$ cat config.mk
export PLATFORM = sky130hd
export DESIGN_NAME = cache_control
export DESIGN_NICKNAME = d
export VERILOG_FILES = /design/src/design/cache_pkg.sv /design/src/design/cache_control.sv
export SDC_FILE = /design/constraint.sdc
export NUM_CORES = 1
export LEC_CHECK = 0
export ABC_AREA = 1
export BUFFER_PORTS_ARGS = -buffer_cell sky130_fd_sc_hd__buf_4
export CORE_MARGIN = 1
export CORE_UTILIZATION = 34
export DETAILED_ROUTE_END_ITERATION = 10
export GPL_TIMING_DRIVEN = 0
export PLACE_DENSITY = 0.88
export SYNTH_ARGS = -nofsm -noshare
export SYNTH_HDL_FRONTEND = slang
export SYNTH_SLANG_ARGS = --single-unit
$ cat constraint.sdc
create_clock -name vclk -period 0.8
set_clock_uncertainty 0.1 [all_clocks]
set_input_delay 0.08 -clock vclk [all_inputs]
set_output_delay 0.08 -clock vclk [all_outputs]
set_load 0.02 [all_outputs]
$ cat src/design/cache_pkg.sv
`default_nettype none

package cache_pkg;

    ////////////////////////////////////////////////////////////////////////////
    // Manager state
    ////////////////////////////////////////////////////////////////////////////

    typedef enum logic [2:0] {
        STAT_NORMAL       = 3'd0,  // No miss in progress
        STAT_IC_MISS      = 3'd1,  // Filling an instruction line
        STAT_DC_MISS      = 3'd2,  // Filling a data line
        STAT_DC_WRITEBACK = 3'd3,  // Dirty data victim going out
        STAT_DOUBLE_MISS  = 3'd4   // Data fill first, instruction fill pending
    } cache_status_e;

    ////////////////////////////////////////////////////////////////////////////
    // Array commands and responses
    ////////////////////////////////////////////////////////////////////////////

    typedef enum logic [1:0] {
        OP_IDLE       = 2'd0,
        OP_LOOKUP     = 2'd1,  // Tag compare, read on hit
        OP_WRITE_WORD = 2'd2,  // Byte write on hit, marks line dirty
        OP_FILL_WORD  = 2'd3   // One fill word into the victim way
    } cache_op_e;

    typedef struct packed {
        cache_op_e  op;
        logic [3:0] byte_en;
        logic       last_word;  // Fill ends with this word
        logic [1:0] spare;
    } cache_cmd_t;

    // Dirty and valid describe the victim way of the addressed set
    typedef struct packed {
        logic hit;
        logic dirty;
        logic valid;
    } cache_resp_t;

endpackage

`default_nettype wire

$ cat src/design/cache_control.sv
`default_nettype none
`timescale 1ns/1ps

module cache_control #(
    parameter int OFFSET_WIDTH = 2
) (
    input  logic                     ic_read,
    input  logic                     dc_read,
    input  logic                     dc_write,
    input  logic [3:0]               dc_byte_en,
    input  cache_pkg::cache_resp_t   ic_resp,
    input  cache_pkg::cache_resp_t   dc_resp,
    input  cache_pkg::cache_status_e status,
    input  logic [OFFSET_WIDTH-1:0]  counter,
    input  logic [OFFSET_WIDTH-1:0]  ic_offset,
    input  logic [OFFSET_WIDTH-1:0]  dc_offset,
    input  logic                     mem_ready,
    output cache_pkg::cache_cmd_t    ic_cmd,
    output cache_pkg::cache_cmd_t    dc_cmd,
    output logic [OFFSET_WIDTH-1:0]  ic_word_sel,
    output logic [OFFSET_WIDTH-1:0]  dc_word_sel,
    output cache_pkg::cache_status_e status_next,
    output logic [OFFSET_WIDTH-1:0]  counter_next,
    output logic                     mem_en,
    output logic                     mem_write,
    output logic [1:0]               addr_sel      // 00 ic fill, 01 dc fill, 1x write-back
);

    import cache_pkg::*;

    localparam cache_cmd_t CMD_IDLE = '{
        op:        OP_IDLE,
        byte_en:   4'b0000,
        last_word: 1'b0,
        spare:     2'b00
    };

    logic ic_miss;
    logic dc_miss;
    logic victim_dirty;
    logic last_word;

    assign ic_miss      = ic_read && !ic_resp.hit;
    assign dc_miss      = (dc_read || dc_write) && !dc_resp.hit;
    assign victim_dirty = dc_resp.valid && dc_resp.dirty;
    assign last_word    = &counter;  // Final word of the block

    always_comb begin
        ic_cmd       = CMD_IDLE;
        dc_cmd       = CMD_IDLE;
        ic_word_sel  = ic_offset;
        dc_word_sel  = dc_offset;
        status_next  = status;
        counter_next = counter;
        mem_en       = 1'b0;
        mem_write    = 1'b0;
        addr_sel     = 2'b00;

        unique case (status)
            ////////////////////////////////////////////////////////////////////
            // Hit path and miss detection
            ////////////////////////////////////////////////////////////////////
            STAT_NORMAL: begin
                counter_next = '0;
                if (ic_read) begin
                    ic_cmd.op = OP_LOOKUP;
                end
                if (dc_write) begin
                    dc_cmd.op      = OP_WRITE_WORD;
                    dc_cmd.byte_en = dc_byte_en;
                end else if (dc_read) begin
                    dc_cmd.op = OP_LOOKUP;
                end

                // Dirty victim goes out before anything comes in
                if (dc_miss && victim_dirty) begin
                    status_next = STAT_DC_WRITEBACK;
                end else if (dc_miss && ic_miss) begin
                    status_next = STAT_DOUBLE_MISS;
                end else if (dc_miss) begin
                    status_next = STAT_DC_MISS;
                end else if (ic_miss) begin
                    status_next = STAT_IC_MISS;
                end else begin
                    status_next = STAT_NORMAL;
                end
            end

            STAT_DC_WRITEBACK: begin
                mem_en      = 1'b1;
                mem_write   = 1'b1;
                addr_sel    = 2'b10;
                dc_word_sel = counter;  // Victim word on mem_wdata
                if (mem_ready) begin
                    counter_next = counter + 1'b1;
                    if (last_word) begin
                        // Instruction side rechecked here
                        status_next = ic_miss ? STAT_DOUBLE_MISS : STAT_DC_MISS;
                    end
                end
            end

            STAT_DC_MISS, STAT_DOUBLE_MISS: begin
                mem_en      = 1'b1;
                addr_sel    = 2'b01;
                dc_word_sel = counter;
                if (mem_ready) begin
                    dc_cmd.op        = OP_FILL_WORD;
                    dc_cmd.last_word = last_word;
                    counter_next     = counter + 1'b1;
                    if (last_word) begin
                        status_next = (status == STAT_DOUBLE_MISS) ? STAT_IC_MISS
                                                                   : STAT_NORMAL;
                    end
                end
            end

            STAT_IC_MISS: begin
                mem_en      = 1'b1;
                ic_word_sel = counter;
                if (mem_ready) begin
                    ic_cmd.op        = OP_FILL_WORD;
                    ic_cmd.last_word = last_word;
                    counter_next     = counter + 1'b1;
                    if (last_word) begin
                        status_next = STAT_NORMAL;
                    end
                end
            end

            default: begin
                status_next = STAT_NORMAL;  // Unused encodings recover
            end
        endcase
    end

endmodule

`default_nettype wire

After elaboration in Yosys (flattened, before gate mapping)
Cells that the tools add are included.
W data, S select, Z words.
{ "op_classes": {"n_addsub": 1, "n_reduce_logical": 13, "mux": 31, "n_eq_ne": 4} }
{ "op_table": {"columns": ["op", "n"], "rows": [
  ["$mux W3", 10],
  ["$pmux W2 S2", 4],
  ["$pmux W3 S4", 1],
  ["$mux W2", 5],
  ["$mux W1", 9],
  ["$mux W4", 2],
  ["$eq A3 B2 Y1 const B", 2],
  ["$logic_and A1 B1 Y1", 5],
  ["$reduce_or A4 Y1", 1],
  ["$eq A3 B1 Y1 const B", 1],
  ["$eq A3 B3 Y1 const B", 1],
  ["$logic_not A3 Y1", 1],
  ["$reduce_or A3 Y1", 1],
  ["$add A2 B1 Y2 const B", 1],
  ["$logic_not A1 Y1", 2],
  ["$reduce_and A2 Y1", 1],
  ["$reduce_or A2 Y1", 1],
  ["$logic_or A1 B1 Y1", 1]
]} }
{ "word_totals": {"in_bits": 23, "ff_bits": 0, "output_inout_bits": 31, "word_cells": 49} }

Depth between registers and ports, before layout
{ "logic_depth": {"ltp_word": 7, "depth_mapped": 7, "mapped_depth_nobuf": 7} }

Least setup slack after synthesis
Ideal clock, no wire load.
{ "synth_timing": {"path_type": "input to output", "from": "in status[2]", "to": "out ic_cmd[7] (netlist bit)", "t_arrival_ns": 0.778, "path_slack_ns": -0.158, "path_stages": 3, "t_required_ns": 0.620, "path_cell_list": "inv_4 nand3_4 o21ai_0"} }
{ "synth_lines": {"columns": ["element", "line_no", "text"], "rows": [
  ["start, declared", "cache_control.sv:13", "input cache_pkg::cache_status_e status,"],
  ["end, declared", "cache_control.sv:18", "output cache_pkg::cache_cmd_t ic_cmd,"]
]} }

==> metrics.md <==
| Metric | Value |
|---|---|
| CP required | slightly above 0.6 ns |
| GRT Total Usage | between 20% and 30% |
| Most frequent cells after synthesis | nand2_1 (32), nand3_1 (12), nor2_1 (12) |
| DP Worst Slack | -0.335 ns |
| Fin. Hold Viols | 0 |
| Final Util | 95.6% |
| Sequential cell area | 0 µm² |
| CP max stage cell | nor2_4 |
| Stages on the worst setup path | 7 |
| Drt drc | 0 |
| Outcome | finished with violations |
| Seq/Total Area, Yosys | 0% |
| VDD IR max | 465 µV |
| Leak | 0.713 nW |
| Area leader, netlist | nand2_1 |
| Grt ovf | 0 |
| Full die area | 1690 µm² |
| Max_cap viols | 0 |
| Layout Nets | 187 |
| Non-Filler Instances | 175 |
| RSZ-0062 raised after global routing | yes |
| Fillers | 35 |
| Crit end category | output port |
| Largest net degree at the start of global routing | 9 |
| Fin. max-slew vios | 0 |
| Synth area leaders | nand2_1 (23%), nand3_1 (12%), buf_4 (12%) |
| Worst-path maximum fanout | 5 |
| Setup ws final | -0.334 ns |
| Slowest stage delay, CP | 0.21 ns |
| Pre-antenna DRT Iters | 4 |
| Buffers on Ports | 42 |
| Routed WL | between 3000 and 4000 µm |
| Yosys top cell area share | 23.1% |
| Cells after DPL | approximately 170 |
| Post-route ant nets | 0 |
| Ys Warns | 0 |
| Fraction of layout cells with a size suffix above 1 | 70.6% |
| WP data arrival | ~0.95 ns |
| Die Y | 41.1 µm |
| CP bufs+invs | 2 |
| Gate Count Post-Synth | 101 |
| Core area | 1370 µm² |
| First-pass GRT wire length | 2900 µm |
| Failing checks | negative setup slack |
| Final setup viols | 21 |
| Initial antenna violation count | 0 |
| Hpwl dp | 1330 µm |
| Post-CTS Hold Buffers | 0 |
| Area delta synth->final | 151% |
| Syn avg cell area | 5.15 µm² |
| Vias in the first global route | 729 |
| Via/cell ratio | 5.52 |
| Synth cell types | 22 |
| Period utilisation layout | 142% |
| Routability Congestion | 0.725 |
| Fin crit period | 1.13 ns |
| Clock buffers | 0 |
| Avg WL per Cell | 18.1 µm |
| Diodes inserted | 0 |
| Critical path class | input pin to output port |
| Hold path cells | 4 |
| Initial Util | 38.1% |
| DRT iter0 DRCs | 39 |
| Rows | 13 |
| Fmax | 882 MHz |
| Cell family with most CP delay | simple AND/OR/NAND/NOR gates |
| Hold/Removal Path Class | input pin to output port |
| Power per Cell Area | 629 nW/µm² |
| Count leader, synth | nand2_1 |
| I/O pin cnt | 54 |
| Multi-input logic area | 607 µm² |
| Cell Chain, Critical Path | buf_12 -> nor2_4 -> nand2_4 -> nor2_1 -> nand2_1 -> nand2_2 -> buf_6 |
| Post-Syn Area | around 520 µm² |
| Critical Path Start Type | input pin |
| Die W | 41.1 µm |
| Final sequential cell count | 0 |
| DR vias | 966 |
cell usage in the layout, fill, tap and decap left out, drive strengths merged:
master	synthesis	final
clkbuf	2	1
nand3	15	15
nand2	36	36
inv	14	14
xor2	1	1
ha	2	2
a21oi	1	1
conb	1	8
o21ai	5	5
nor2	14	14
buf	8	61
nand4	1	1
o21bai	1	1
metrics by stage:
stage | hold slack (ns) | area (µm²) | setup TNS, ns | total power [W]
floorplan | 0.181 | 611 | -0.482 | 0.000336
global placement | 0.361 | 945 | -4.39 | 0.000550
detailed placement | 0.364 | 945 | -4.61 | 0.000561
CTS | 0.352 | 1180 | -3.57 | 0.000691
global route | 0.380 | 1310 | -5.61 | 0.000866
finish | 0.364 | 1310 | -4.95 | 0.000822
power breakdown:
group	switching, W	internal [W]	total (W)
Sequential	0	0	0
Clock	0	0	0
Combinational	0.000445	0.000376	0.000822
path summary, 6_finish.rpt:
kind	from	end	slack, ns
setup / recovery	status[0]	dc_cmd[7]	-0.33
hold / removal	ic_offset[0]	ic_word_sel[0]	0.36
final cells by class:
| cell class | count | share of cell area, % |
|---|---|---|
| plain buffers | 10 | 6.03 |
| inverters | 14 | 5.17 |
| multi-input cells | 84 | 46.5 |
| well taps | 15 | 1.44 |
| repair buffers | 52 | 40.9 |
worst min-delay path: cells and delay by family:
family,cells,cell delay [ns]
and+or+nand+nor,1,0.05
AOI/OAI and AO/OA,1,0.06
buffers and inverters,2,0.20
cells by family after synthesis:
logic type	count (synthesis)	synth area share (%)
AND/OR/NAND/NOR	66	61.8
buffers and inverters	24	23.8
AO/OA/AOI/OAI	7	7.21
adder cells (fa/ha/maj)	2	4.81
XOR/XNOR	1	1.68
other	1	0.720
what timing repair did:
item,in CTS,in global routing
setup endpoints to repair,23,21
pin swaps,16,12
endpoints found under the hold margin,0,0
gates resized for setup,53,24
buffers inserted,5,5
layer usage:
layer | wire (µm) | global-route usage [%] | up-vias
li1 | - | - | 420
met1 | 1110 | 23.7 | 429
met2 | 1540 | 52.3 | 92
met3 | 312 | 4.35 | 25
met4 | 207 | 9.68 | 0
met5 | 0 | 0 | -
(Power assumes the default switching activity.)
